--- src/design/pov_macros.svh ---
`ifndef POV_MACROS_SVH
`define POV_MACROS_SVH

// Frame geometry, kept small for simulation
`define POV_FRAME_PIXELS 16

// Frame RAM address width
`define POV_RAM_AW 16

// Longest command payload in bytes
`define POV_MAX_PAYLOAD 6

// Payload bytes required per opcode
`define POV_LEN_ROTATION 2
`define POV_LEN_DRIVER_CONF 6
`define POV_LEN_RGB_ENABLE 1
`define POV_LEN_READ_ADDR 2

`endif

--- src/design/pixel_pkg.sv ---
`default_nettype none

`include "pov_macros.svh"

package pixel_pkg;

   // Video input pixel, red in the top byte
   typedef logic [23:0] rgb888_t;

   // Stored pixel, 5-6-5 packing
   typedef logic [15:0] rgb565_t;

   // Frame RAM address
   typedef logic [`POV_RAM_AW-1:0] ram_addr_t;

   // Pixel counter within a frame
   // One extra bit so the count can reach POV_FRAME_PIXELS
   typedef logic [$clog2(`POV_FRAME_PIXELS):0] pix_cnt_t;

endpackage

`default_nettype wire

--- src/design/spi_pkg.sv ---
`default_nettype none

`include "pov_macros.svh"

package spi_pkg;

   // One byte on the SPI line
   typedef logic [7:0] spi_byte_t;

   // Command opcodes, first byte of a frame
   typedef enum logic [7:0] {
      op_rotation    = 8'd1,
      op_driver_conf = 8'd2,
      op_rgb_enable  = 8'd3,
      op_read_addr   = 8'd4
   } cmd_opcode_t;

   // Payload, first byte in the top bits
   typedef logic [`POV_MAX_PAYLOAD*8-1:0] cmd_payload_t;
   typedef logic [2:0] cmd_len_t;

   typedef logic [15:0] rotation_t;
   typedef logic [47:0] driver_conf_t;

   // Frame receiver FSM
   typedef enum logic [1:0] {rx_idle, rx_shift, rx_done} rx_state_t;

endpackage

`default_nettype wire

--- src/design/spi_cmd_if.sv ---
`timescale 1ns/1ps
`default_nettype none

// One decoded SPI frame, receiver to decoder
interface spi_cmd_if import spi_pkg::*; ();

   cmd_opcode_t  opcode;
   cmd_payload_t payload;
   cmd_len_t     len;
   // Single-cycle strobe, other fields stable while high
   logic         valid;

   modport tx (output opcode, output payload, output len, output valid);

   modport rx (input opcode, input payload, input len, input valid);

endinterface

`default_nettype wire

--- src/design/cmd_decoder.sv ---
`timescale 1ns/1ps
`default_nettype none

`include "pov_macros.svh"

module cmd_decoder import spi_pkg::*, pixel_pkg::*; (
   input  wire logic clk,
   input  wire logic nrst,
   spi_cmd_if.rx     cmd,
   output rotation_t    rotation,
   output driver_conf_t driver_conf,
   output logic         new_config,
   output logic         rgb_enable,
   output ram_addr_t    read_addr
);

   cmd_len_t req_len;
   logic     known_op;
   logic     accept;

   // Required payload length per opcode
   always_comb begin
      known_op = 1'b1;
      req_len  = '0;
      case (cmd.opcode)
         op_rotation: begin
            req_len = cmd_len_t'(`POV_LEN_ROTATION);
         end
         op_driver_conf: begin
            req_len = cmd_len_t'(`POV_LEN_DRIVER_CONF);
         end
         op_rgb_enable: begin
            req_len = cmd_len_t'(`POV_LEN_RGB_ENABLE);
         end
         op_read_addr: begin
            req_len = cmd_len_t'(`POV_LEN_READ_ADDR);
         end
         default: begin
            known_op = 1'b0;
         end
      endcase
   end

   // Wrong length or unknown opcode leaves the state alone
   assign accept = cmd.valid & known_op & (cmd.len == req_len);

   always_ff @(posedge clk or negedge nrst) begin
      if (!nrst) begin
         rotation    <= '0;
         driver_conf <= '0;
         new_config  <= 1'b0;
         rgb_enable  <= 1'b0;
         read_addr   <= '0;
      end else begin
         // Pulse by default low
         new_config <= 1'b0;
         if (accept) begin
            case (cmd.opcode)
               op_rotation: begin
                  rotation <= cmd.payload[47:32];
               end
               op_driver_conf: begin
                  driver_conf <= cmd.payload;
                  new_config  <= 1'b1;
               end
               op_rgb_enable: begin
                  // LSB of the single payload byte
                  rgb_enable <= cmd.payload[40];
               end
               op_read_addr: begin
                  read_addr <= cmd.payload[47:32];
               end
               default: begin
                  rotation <= rotation;
               end
            endcase
         end
      end
   end

   // Back-to-back config frames are far apart, so no double pulse
   a_new_config_pulse: assert property (@(posedge clk) disable iff (!nrst)
      new_config |=> !new_config);

endmodule

`default_nettype wire

--- src/flat_wrapper.sv ---
// flat-port wrapper written by rule: the top's interface ports become plain ports
module cmd_decoder_flat import spi_pkg::*, pixel_pkg::*;
  (clk, nrst, rotation, driver_conf, new_config, rgb_enable, read_addr, cmd_opcode, cmd_payload, cmd_len, cmd_valid);
  spi_cmd_if cmd_i ();
  input  wire logic clk;
  input  wire logic nrst;
  output rotation_t rotation;
  output driver_conf_t driver_conf;
  output logic new_config;
  output logic rgb_enable;
  output ram_addr_t read_addr;
  input wire logic [$bits(cmd_i.opcode)-1:0] cmd_opcode;
  input wire logic [$bits(cmd_i.payload)-1:0] cmd_payload;
  input wire logic [$bits(cmd_i.len)-1:0] cmd_len;
  input wire logic [$bits(cmd_i.valid)-1:0] cmd_valid;
  assign cmd_i.opcode = cmd_opcode;
  assign cmd_i.payload = cmd_payload;
  assign cmd_i.len = cmd_len;
  assign cmd_i.valid = cmd_valid;
  cmd_decoder u_core (.clk(clk), .nrst(nrst), .cmd(cmd_i), .rotation(rotation), .driver_conf(driver_conf), .new_config(new_config), .rgb_enable(rgb_enable), .read_addr(read_addr));
endmodule
--- config.mk ---
export PLATFORM = sky130hd
export DESIGN_NAME = cmd_decoder_flat
export DESIGN_NICKNAME = d
export VERILOG_FILES = /design/src/design/pixel_pkg.sv /design/src/design/spi_pkg.sv /design/src/design/spi_cmd_if.sv /design/src/design/cmd_decoder.sv /design/src/flat_wrapper.sv
export VERILOG_INCLUDE_DIRS = /design/src /design/src/design
export SDC_FILE = /design/constraint.sdc
export NUM_CORES = 1
export LEC_CHECK = 0
export BUFFER_PORTS_ARGS = -buffer_cell sky130_fd_sc_hd__buf_2
export CAP_MARGIN = 20
export CORE_MARGIN = 2
export CORE_UTILIZATION = 45
export DETAILED_ROUTE_END_ITERATION = 8
export GPL_ROUTABILITY_DRIVEN = 1
export HOLD_SLACK_MARGIN = 0.1
export PLACE_DENSITY = 0.89
export SLEW_MARGIN = 0
export SYNTH_ARGS = -nofsm -noshare
export SYNTH_HDL_FRONTEND = slang
export SYNTH_SLANG_ARGS = --single-unit
--- constraint.sdc ---
create_clock -name clk -period 1.85 [get_ports clk]
set_input_delay 0.0925 -clock clk [delete_from_list [all_inputs] [get_ports clk]]
set_output_delay 0.0925 -clock clk [all_outputs]
set_load 0.1 [all_outputs]
* Word level (Yosys, flattened, before mapping)
Cells that the tools add are included.
** Operators by class
- $add $sub $neg :: 0
- Multipliers :: 0
- Div/mod/pow operators :: 0
- Order comparisons :: 0
- Equality and inequality tests :: 5
- Shift operators :: 0
- Multiplexer cells :: 4
- Bitwise gates (word level) :: 2
- Reductions and logical operators :: 6
** Operators with widths (number)
- equality test 8 x 2 -> 1 bit (second input constant) :: 2
- one-hot mux 3 bit (3 select lines) :: 1
- equality test 8 x 1 -> 1 bit (second input constant) :: 1
- equality test 8 x 3 -> 1 bit (second input constant) :: 1
- AND reduction 2 bit :: 4
- OR reduction 4 bit :: 1
- equality test 3 bit :: 1
- two-way mux 1 bit :: 3
- bitwise AND 1 bit :: 2
- OR reduction 2 bit :: 1
** Storage, ports and cells
- Bits in registers :: 82
- Latch bits :: 0
- RAM bits :: 0
- Bits in read-only memories :: 0
- Input bits :: 62
- Output and inout port bits :: 82
- Logic and storage cells :: 22
- Memories kept :: 0

* Longest topological paths before layout
Gate-level depths: netlist of run 1.
- Depth after elaboration :: 6
- Gate-level depth with buffers :: 5

* Worst setup path before layout of run 1
Ideal clock, no wire load.
- Path kind :: input-to-reg
- Start :: input port cmd_opcode[5]
- End :: register u_core.driver_conf[12]
- Setup time :: 0.125 ns
- Arrival :: 1.260 ns
- Required time :: 1.725 ns
- Slack :: 0.464 ns
- Stages :: 5
- Cell sequence :: nor4_4 > nand4_1 > buf_4 > buf_6 > mux2_4
** Between the ends
- Word-level cells in the longest chain between the ends :: 6
- Elaborated cells on any way between the ends :: 12
- Classes of those cells :: eq/ne (5); mux (2); bitwise (2); reduce/logical (3)
** Ends and longest elaborated chain
- from (decl) :: line flat_wrapper.sv:12 : input wire logic [$bits(cmd_i.opcode)-1:0] cmd_opcode;
- equality test 8 x 1 -> 1 bit (tied with other cells) :: line cmd_decoder.sv:25 : case (cmd.opcode)
- OR reduction 2 bit (no line) / OR reduction 4 bit (equally long branches)
- one-hot mux 3 bit (3 select lines) / two-way mux 1 bit (equally long branches) :: line cmd_decoder.sv:25
- equality test 3 bit / bitwise AND 1 bit (equally long branches) :: line cmd_decoder.sv:45 : assign accept = cmd.valid & known_op & (cmd.len == req_len);
- bitwise AND 1 bit :: line cmd_decoder.sv:45
- AND reduction 2 bit (no line) *
- to (signal assigned) :: line cmd_decoder.sv:63 : driver_conf <= cmd.payload;
- to (decl) :: line cmd_decoder.sv:11 : output driver_conf_t driver_conf,
Mark *: on every way between the ends. The rest lies on a longest branch, timed or not.
A chain may end at the register's enable or synchronous reset.

* Worst setup path in the final report of run 1
- Start :: input port cmd_opcode[6]
- End :: register u_core.driver_conf[31]
Same word-level chain as after synthesis.

==> results of run 1 <==
-- critical path, delay by kind of cell --
| family | cells | cell delay, ns |
|---|---|---|
| and+or+nand+nor | 2 | 0.55 |
| buffers and inverters | 3 | 1.01 |
| muxes | 1 | 0.35 |
-- routing by layer --
metal | vias to the layer above | routed length [um] | share of wire [%]
met5 | - | 0 | 0
met2 | 119 | 4700 | 54
li1 | 1081 | - | -
met1 | 1226 | 3260 | 37
met4 | 0 | 189 | 2.2
met3 | 20 | 629 | 7.2
-- cell type report --
class	count	area, um^2
fill	479	2070
tap	96	120
clock buffer	12	145
multi-input combinational	97	1120
clock inverter	3	40.0
timing repair buffer	203	1320
sequential	82	2050
-- report_power, final --
group	switching (mW)	total, mW	internal [mW]
Clock	0.589	1.24	0.651
Combinational	0.217	0.372	0.155
Sequential	0.00784	1.81	1.81
-- worst min-delay path by stage --
stage / slack, ns / endpoint
floorplan: -0.20 / u_core.driver_conf[0]
global placement: 0.11 / u_core.driver_conf[14]
detailed placement: 0.12 / u_core.driver_conf[14]
CTS: 0.18 / u_core.rgb_enable
global route: 0.19 / u_core.rgb_enable
finish: 0.19 / u_core.rgb_enable
-- stage by stage --
step | utilization [%] | hold WS [ns]
6_report | 69.9 | 0.189
5_1_grt | 69.9 | 0.189
4_1_cts | 69.9 | 0.180
3_5_place_dp | 59.2 | 0.118
3_3_place_gp | 59.2 | 0.109
2_1_floorplan | - | -0.203
-- what timing repair did --
action | 4_1_cts | 5_1_grt
resized for setup | 0 | 0
hold endpoints to repair | 124 | 0
hold buffers | 55 | 0
endpoints found under the setup margin | 0 | 0
-- cell families (layout without fill, tap and decap cells) --
group	after synthesis	in the layout	synth area share [%]
flip-flops	82	82	63.6
multiplexers	81	81	30.6
AND/OR/NAND/NOR	16	16	4.23
buffers and inverters	7	218	1.55
-- flip-flops by register name (all words and copies together) (netlist names) --
register,count
u_core.driver_conf,48
u_core.new_config,1
u_core.read_addr,16
u_core.rgb_enable,1
u_core.rotation,16
-- layout by cell type (no fill, tap or decap) --
cell,Yosys,layout
nor4_4,1,1
nor3b_1,3,3
dfrtp_1,82,82
nor2_1,1,1
nand3_1,1,1
buf_2,4,142
buf_12,0,1
clkbuf_8,0,10
nand4_2,1,1
mux2_4,20,20
bufinv_16,0,1
nor2b_1,1,1
nand3_2,1,1
buf_4,1,5
nand2_1,1,1
nor4b_1,1,1
mux2_2,61,61
clkbuf_1,0,2
dlygate4sd3_1,0,55
nand4_1,2,2
clkinv_2,0,2
nor4bb_1,3,3
==> impl_results.md, run 1 <==
* Outcome: complete, no violations
* Die area at 7860 um^2
* Hold WC Path Type: in -> reg
* Cts bufs inserted at 9
* Rel. slew slack at 62.2%
* Synthesized net count at 248
* Avg WL per Cell at 17.8 um
* All-Layer GR Usage at 22.8%
* R2R Setup Slk at 1.06 ns
* Yosys warning count at 0
* Clock-pin slew on the worst setup and hold paths at 0.08 ns
* Synthesized area at 3230 um^2
* Register area share after synthesis at 63.6%
* Synth-to-layout area growth at 48.8%
* Layout Cell Area excl Fill at 4800 um^2
* Hold Path Depth at 3
* Number of global-route vias before repair at 2,596
* Arrival @ worst endpoint at 2.00 ns
* Critical Path Sink: u_core.driver_conf[31]
* Reg2Reg Depth at 1
* Io pins at 144
* Leak at 2.79 nW
* Fin worst setup slack at 0.0687 ns
* CTS tree: yes
* Max H-tree Level at 3
* Fin nets at 455
* M2 GR Usage at 42.2%
* Number of synthesized flops with an enable pin at 0
* Grt met1 use at 25.0%
* Fmax at 561 MHz
* Die height at 88.7 um
* Final clock skew at 0 ns
* Drt first pass iters at 6
* Worst setup SP type: input port
* GRT overflow at 0
* FF-to-FF Start: u_core.driver_conf[24]
* Largest stage delay, worst path at 0.55 ns
* Final setup viols at 0
* Synth cell count leaders: dfrtp_1 (82), mux2_2 (61), mux2_4 (20)
* Placement Cell Area at 4060 um^2
* Post-Route WL at 8780 um
* Synth area leader: dfrtp_1
* Worst Tran Pin Value at 0.566 ns
* Routing usage on met3 at 5.97%
* Asr flop ratio synth at 100%
* GR peak layer: met2
* Hold_sp: cmd_opcode[0]
* Post-placement cell count at 423
* Setup WS pre-CTS at 0.283 ns
* Predominant post-synthesis flop cell: dfrtp_1
* Setup Fix Bufs, Post-CTS at 0
* Rows at 30
* Worst skew pair latency at 0.33 ns
* CP endpoint kind: flip-flop
* Vias at 2,446
* Fin crit period at 1.78 ns
* Layout cells sized above 1 at 61.7%
* Drt via density at 4.96
* Clock root buffer: clkbuf_8
* Reg2reg end: u_core.driver_conf[24]
* Top-count cell post-synth: dfrtp_1
* Largest net degree at the start of global routing at 44
* Hold Fails Final Rpt at 0
* Max-cap violations at 0
* Deepest clock path buffer count at 2
* Max VDD drop at 0.000441 V
* Worst path slowest cell: dlygate4sd3_1
* Initial Util at 47.0%
* Non-Filler Instances at 493
* Tcrit/Tclk final at 96.3%
* Worst path required time at 2.07 ns
* Die W at 88.7 um
* Remaining DRCs at 0
* Worst setup startpoint: cmd_opcode[6]
* DRT iter0 DRCs at 57
* GP Congestion at 0.760
* Synth top area share at 63.6%
* CP Max Fanout at 24
* Final Slew Violations at 0
* Total power at 3.42 mW
* Initial antenna violation count at 0
* Core Area at 6870 um^2
* Post-synthesis register bit count at 82
* Pwr dens at 713 nW/um^2
* Netlist cell types at 17
* Routed Antenna Nets at 0
* RSZ-0062 raised after global routing: no
* Crit Path Class: in -> reg
* # clock sinks at 82
* Post-Syn Instances at 186
* Worst-path cell chain: dlygate4sd3_1, buf_2, nor4_4, nand4_1, buf_4, mux2_4
* Antenna diodes at 0
* Synth area leaders: dfrtp_1 (64%), mux2_2 (21%), mux2_4 (9.3%), nor4bb_1 (0.93%), buf_6 (0.70%)
* First-pass GRT wire length at 13,200 um
* Mean Syn Cell Area at 17.3 um^2
* Detailed placement HPWL at 5400 um
* Setup_tns at 0 ns
* Port Buffers at 143
(Power assumes the default switching activity.)
==> run 2, diff against run 1 <==
--- a/config.mk
+++ b/config.mk
@@ -6,7 +6,7 @@
 export SDC_FILE = /design/constraint.sdc
 export NUM_CORES = 1
 export LEC_CHECK = 0
-export BUFFER_PORTS_ARGS = -buffer_cell sky130_fd_sc_hd__buf_2
+export BUFFER_PORTS_ARGS = -buffer_cell sky130_fd_sc_hd__buf_4
 export CAP_MARGIN = 20
 export CORE_MARGIN = 2
 export CORE_UTILIZATION = 45
==> impl_results.md, run 2 (synthesis results as in run 1) <==
* Top Layer Used: met4
* Core Area at 6870 um^2 (unchanged)
* Fill cells at 406 (-15%)
* First-pass GRT wire length at 13,600 um (+2.6%)
* Cts bufs inserted at 9 (unchanged)
* Wl on met1 at 3380 um (+3.6%)
* # clock sinks at 82 (unchanged)
* Biggest regs: u_core.driver_conf: 48 flops, u_core.read_addr: 16 flops, u_core.rotation: 16 flops
* Die area at 7860 um^2 (unchanged)
* Final Util at 75.6% (+5.7 points)
* Drt first pass iters at 4 (-2)
* Post-Route WL at 8940 um (+1.8%)
* Port Buffers at 143 (unchanged)
* Fin crit period at 1.72 ns (-0.0621 ns)
* All-Layer GR Usage at 23.2% (+0.35 points)
* Antenna diodes at 0 (unchanged)
* Number of global-route vias before repair at 2,707 (+4.3%)
* CP endpoint kind: flip-flop
* Deepest clock path buffer count at 2 (unchanged)
* Io pins at 144 (unchanged)
* Clock-pin slew on the worst setup and hold paths at 0.08 ns (about the same)
* Initial Util at 47.0% (unchanged)
* Layout cells sized above 1 at 61.7% (about the same)
* Arrival @ worst endpoint at 1.94 ns (-0.06 ns)
* Remaining DRCs at 0 (unchanged)
* GRT overflow at 0 (unchanged)
* Drt via density at 4.91 (-1.1%)
* Worst skew pair latency at 0.33 ns (about the same)
* Avg WL per Cell at 18.1 um (+1.4%)
* Routed Antenna Nets at 0 (unchanged)
* Worst Tran Pin Value at 0.550 ns (-0.0163 ns)
* Setup Fix Bufs, Post-CTS at 0 (unchanged)
* Non-Filler Instances at 495 (+0.41%)
* Rows at 30 (unchanged)
* Largest register by flop count: u_core.driver_conf
* Most common cell after layout, fill and taps aside: buf_4
* Post-placement cell count at 423 (unchanged)
* Fin nets at 456 (+0.22%)
* Setup_tns at 0 ns (unchanged)
* Vias at 2,430 (-0.65%)
* Max VDD drop at 0.000389 V (-12%)
* Hold WC Path Type: in -> reg
* Max H-tree Level at 3 (unchanged)
* Leak at 2.85 nW (+2.0%)
* Max-cap violations at 0 (unchanged)
* Cts repair resizes at 0 (unchanged)
* Worst path required time at 2.07 ns (about the same)
* Rel. slew slack at 63.3% (+1.2 points)
* DRT iter0 DRCs at 93 (+63%)
* Outcome: complete, no violations
* Synth-to-layout area growth at 60.9%
* Max reg flops at 48 (unchanged)
* RSZ-0062 raised after global routing: no
* Initial antenna violation count at 0 (unchanged)
* Crit Path Class: in -> reg
* Met2 Wirelength at 4700 um (about the same)
* Routed wl met3 at 683 um (+8.6%)
* Commonest cells after routing, fill and taps aside: buf_4 (147), dfrtp_1 (82), mux2_2 (61), dlygate4sd3_1 (56), mux2_4 (20)
* Clock root buffer: clkbuf_8
* Hold Fails Final Rpt at 0 (unchanged)
* Final clock skew at 0 ns (unchanged)
* GP Congestion at 0.785 (+3.3%)
* Final Slew Violations at 0 (unchanged)
* Die height at 88.7 um (unchanged)
* CP Max Fanout at 24 (unchanged)
* Die W at 88.7 um (unchanged)
* Worst setup SP type: input port
* Total power at 3.61 mW (+5.5%)
* Fmax at 582 MHz (+3.6%)
* Largest net degree at the start of global routing at 44 (unchanged)
* Pwr dens at 696 nW/um^2 (-2.5%)
* CTS tree: yes
* Final setup viols at 0 (unchanged)
* Tcrit/Tclk final at 92.9% (-3.4 points)
* Detailed placement HPWL at 5500 um (+1.7%)
-- run 2: cell count changes in the layout (fill, tap and decap cells not counted) --
cell | before | now
bufinv_16 | 1 | 2
clkbuf_8 | 10 | 9
buf_2 | 142 | 0
buf_4 | 5 | 147
dlygate4sd3_1 | 55 | 56
clkinv_4 | 0 | 1
-- run 2: what timing repair did --
item / CTS / global route
endpoints found under the setup margin: 0 / 0
hold buffers: 56 / 0
endpoints found under the hold margin: 124 / 0
-- run 2: per-layer routing --
layer  vias to the layer above  GRT usage (%)
met2                       109           41.2
met1                      1219           26.4
li1                       1081              -
met5                         -              0
met3                        21           7.28
met4                         0           7.71
-- run 2: worst paths after layout --
| check | from | to | slack (ns) | depth (start not counted) |
|---|---|---|---|---|
| setup / recovery | cmd_opcode[2] | u_core.driver_conf[13] | 0.13 | 6 |
| hold / removal | cmd_opcode[0] | u_core.rgb_enable | 0.22 | 3 |
| setup reg to reg | u_core.driver_conf[9] | u_core.driver_conf[9] | 1.04 | 1 |
| hold reg to reg | u_core.driver_conf[41] | u_core.driver_conf[41] | 0.51 | 1 |
| max in group asynchronous | nrst | u_core.rgb_enable | 0.92 | 3 |
| min in group asynchronous | nrst | u_core.driver_conf[10] | 0.31 | 2 |
-- run 2: per-stage QoR --
step	hold WS, ns	worst slack, ns	instance area, um^2
CTS	0.187	0.172	5190
global placement	0.111	0.335	4420
detailed placement	0.116	0.248	4420
global route	0.199	0.0864	5190
finish	0.217	0.131	5190
floorplan	-0.203	0.464	3230
-- run 2: final cells by class --
type	instances	area [um^2]	area share, %
multi-input combinational	97	1120	21.6
sequential	82	2050	39.5
tap	96	120	2.31
timing repair buffer	204	1680	32.4
clock inverter	5	78.8	1.52
clock buffer	11	131	2.53
-- run 2: worst max-delay path: stages --
cell           delay [ns]
dlygate4sd3_1        0.54
buf_4                0.15
nor4bb_1             0.31
nand4_1              0.19
buf_4                0.31
mux2_4               0.35
-- run 2: report_power, final --
group	switching (mW)	internal [mW]	total (mW)	leakage, nW
clock network	0.616	0.760	1.38	0.107
logic	0.223	0.200	0.423	1.60
registers	0.00821	1.80	1.81	1.14
==> run 3, diff against run 2 <==
--- a/config.mk
+++ b/config.mk
@@ -10,6 +10,7 @@
 export CAP_MARGIN = 20
 export CORE_MARGIN = 2
 export CORE_UTILIZATION = 45
+export CTS_BUF_LIST = sky130_fd_sc_hd__clkbuf_4 sky130_fd_sc_hd__clkbuf_8
 export DETAILED_ROUTE_END_ITERATION = 8
 export GPL_ROUTABILITY_DRIVEN = 1
 export HOLD_SLACK_MARGIN = 0.1
==> impl_results.md, run 3 (synthesis results as in run 1) <==
* Outcome: complete, no violations
* Max reg flops at 48 (unchanged)
* Drt via density at 4.88 (-0.53%)
* First-pass GRT wire length at 13,800 um (+1.4%)
* Max H-tree Level at 3 (unchanged)
* Grt met1 use at 28.2% (+1.8 points)
* DRT iter0 DRCs at 69 (-26%)
* Routing usage on met3 at 7.18% (-0.093 points)
* Rows at 30 (unchanged)
* GRT overflow at 0 (unchanged)
* Setup_tns at 0 ns (unchanged)
* Post-CTS Hold Fix Bufs at 56 (unchanged)
* Multi-input logic area at 1120 um^2 (unchanged)
* Worst setup SP type: input port
* Reg2Reg Depth at 1 (unchanged)
* Worst Path Buf+Inv at 3 (unchanged)
* Initial antenna violation count at 0 (unchanged)
* Port Buffers at 143 (unchanged)
* Worst-path cell chain: dlygate4sd3_1, buf_4, nor4bb_1, nand4_1, buf_4, mux2_4
* Fmax at 589 MHz (+1.3%)
* Commonest cells after routing, fill and taps aside: buf_4 (147), dfrtp_1 (82), mux2_2 (61), dlygate4sd3_1 (56), mux2_4 (20)
* Biggest regs: u_core.driver_conf: 48 flops, u_core.read_addr: 16 flops, u_core.rotation: 16 flops
* Die height at 88.7 um (unchanged)
* GR peak layer: met2
* Arrival @ worst endpoint at 1.92 ns (-0.02 ns)
* Detailed placement HPWL at 5500 um (unchanged)
* Worst setup startpoint: cmd_opcode[2]
* Worst path required time at 2.07 ns (about the same)
* Cts bufs inserted at 9 (unchanged)
* Deepest clock path buffer count at 2 (unchanged)
* Core Area at 6870 um^2 (unchanged)
* Most common cell after layout, fill and taps aside: buf_4
* CP endpoint kind: flip-flop
* Synth-to-layout area growth at 61.2%
* Largest net degree at the start of global routing at 44 (unchanged)
* FF-to-FF Start: u_core.driver_conf[10]
* # clock sinks at 82 (unchanged)
* Tcrit/Tclk final at 91.8% (-1.2 points)
* CP dominant cell by count: buf_4
* M2 GR Usage at 40.9% (-0.27 points)
* Layout cells sized above 1 at 62.2% (+0.50 points)
* Top delay family on crit path: buffers and inverters
* Clock-pin slew on the worst setup and hold paths at 0.08 ns (about the same)
* Io pins at 144 (unchanged)
* Final setup viols at 0 (unchanged)
* Die area at 7860 um^2 (unchanged)
* Fin crit period at 1.70 ns (-0.0217 ns)
* Register Area at 2050 um^2 (unchanged)
* Number of global-route vias before repair at 2,711 (+0.15%)
* Max VDD drop at 0.000392 V (+0.70%)
* Non-Filler Instances at 496 (+0.20%)
* Routed Antenna Nets at 0 (unchanged)
* All-Layer GR Usage at 23.4% (+0.27 points)
* Drt first pass iters at 4 (unchanged)
* Setup Fix Bufs, Post-CTS at 0 (unchanged)
* Rel. slew slack at 63.1% (-0.21 points)
* Die W at 88.7 um (unchanged)
* Largest stage delay, worst path at 0.54 ns (about the same)
* Post-placement cell count at 423 (unchanged)
* Hold Path Depth at 3 (unchanged)
* Clock root buffer: clkbuf_8
* Fin nets at 456 (unchanged)
* Leak at 2.86 nW (+0.24%)
* R2R Setup Slk at 1.03 ns (about the same)
* Pwr dens at 702 nW/um^2 (+0.80%)
* Worst skew pair latency at 0.33 ns (about the same)
* Worst Tran Pin Value at 0.553 ns (+0.00309 ns)
* Cts repair resizes at 0 (unchanged)
* Avg WL per Cell at 18.4 um (+1.9%)
* Vias at 2,422 (-0.33%)
* Final clock skew at 0 ns (unchanged)
* Critical Path Stages at 6 (unchanged)
* GP Congestion at 0.785 (unchanged)
* Largest register by flop count: u_core.driver_conf
* CP Max Fanout at 24 (unchanged)
* RSZ-0062 raised after global routing: no
* Hold WC Path Type: in -> reg
* Crit Path Class: in -> reg
* Worst path slowest cell: dlygate4sd3_1
* Fill cells at 404 (-0.49%)
* Post-Route WL at 9130 um (+2.1%)
* CTS tree: yes
* Hold_sp: cmd_opcode[0]
* Final Slew Violations at 0 (unchanged)
* Remaining DRCs at 0 (unchanged)
* Initial Util at 47.0% (unchanged)
* Hold Fails Final Rpt at 0 (unchanged)
* Max-cap violations at 0 (unchanged)
-- run 3: cell count changes in the layout (fill, tap and decap cells not counted), sizes merged --
cell	delta
diode	+1
-- run 3: layout make-up --
cell class | count | area share [%]
flip-flops and latches | 82 | 39.5
diodes | 1 | 0.0481
multi-input cells | 97 | 21.6
clock inverters | 5 | 1.52
clock buffers | 11 | 2.67
well taps | 96 | 2.31
repair buffers | 204 | 32.4
-- run 3: final timing paths --
kind | endpoint
worst max-delay path | u_core.driver_conf[23]
worst min-delay path | u_core.rgb_enable
worst max register to register | u_core.driver_conf[10]
worst min register to register | u_core.driver_conf[41]
max in group asynchronous | u_core.rotation[12]
min in group asynchronous | u_core.driver_conf[6]
-- run 3: per-layer routing --
metal,vias to the layer above,part of all wire (%),wire (um)
li1,1085,-,-
met4,0,0.81,74
met3,9,6.8,620
met1,1225,39,3590
met5,-,0,0
met2,103,53,4840
-- run 3: per-stage QoR --
step                hold WS (ns)  cell area [um^2]  utilization, %  worst slack (ns)  power (mW)
CTS                        0.191              5200            75.7             0.170        3.67
global placement           0.111              4420            64.3             0.335        2.16
finish                     0.182              5200            75.7             0.152        3.65
global route               0.182              5200            75.7            0.0529        3.78
detailed placement         0.116              4420            64.3             0.248        2.17
floorplan                 -0.203              3230               -             0.464        1.98
-- run 3: power breakdown --
part           total, mW  switching, mW  leakage, nW  internal [mW]
clock network       1.41          0.620        0.114          0.789
registers           1.81        0.00848         1.14           1.80
logic              0.425          0.225         1.60          0.200
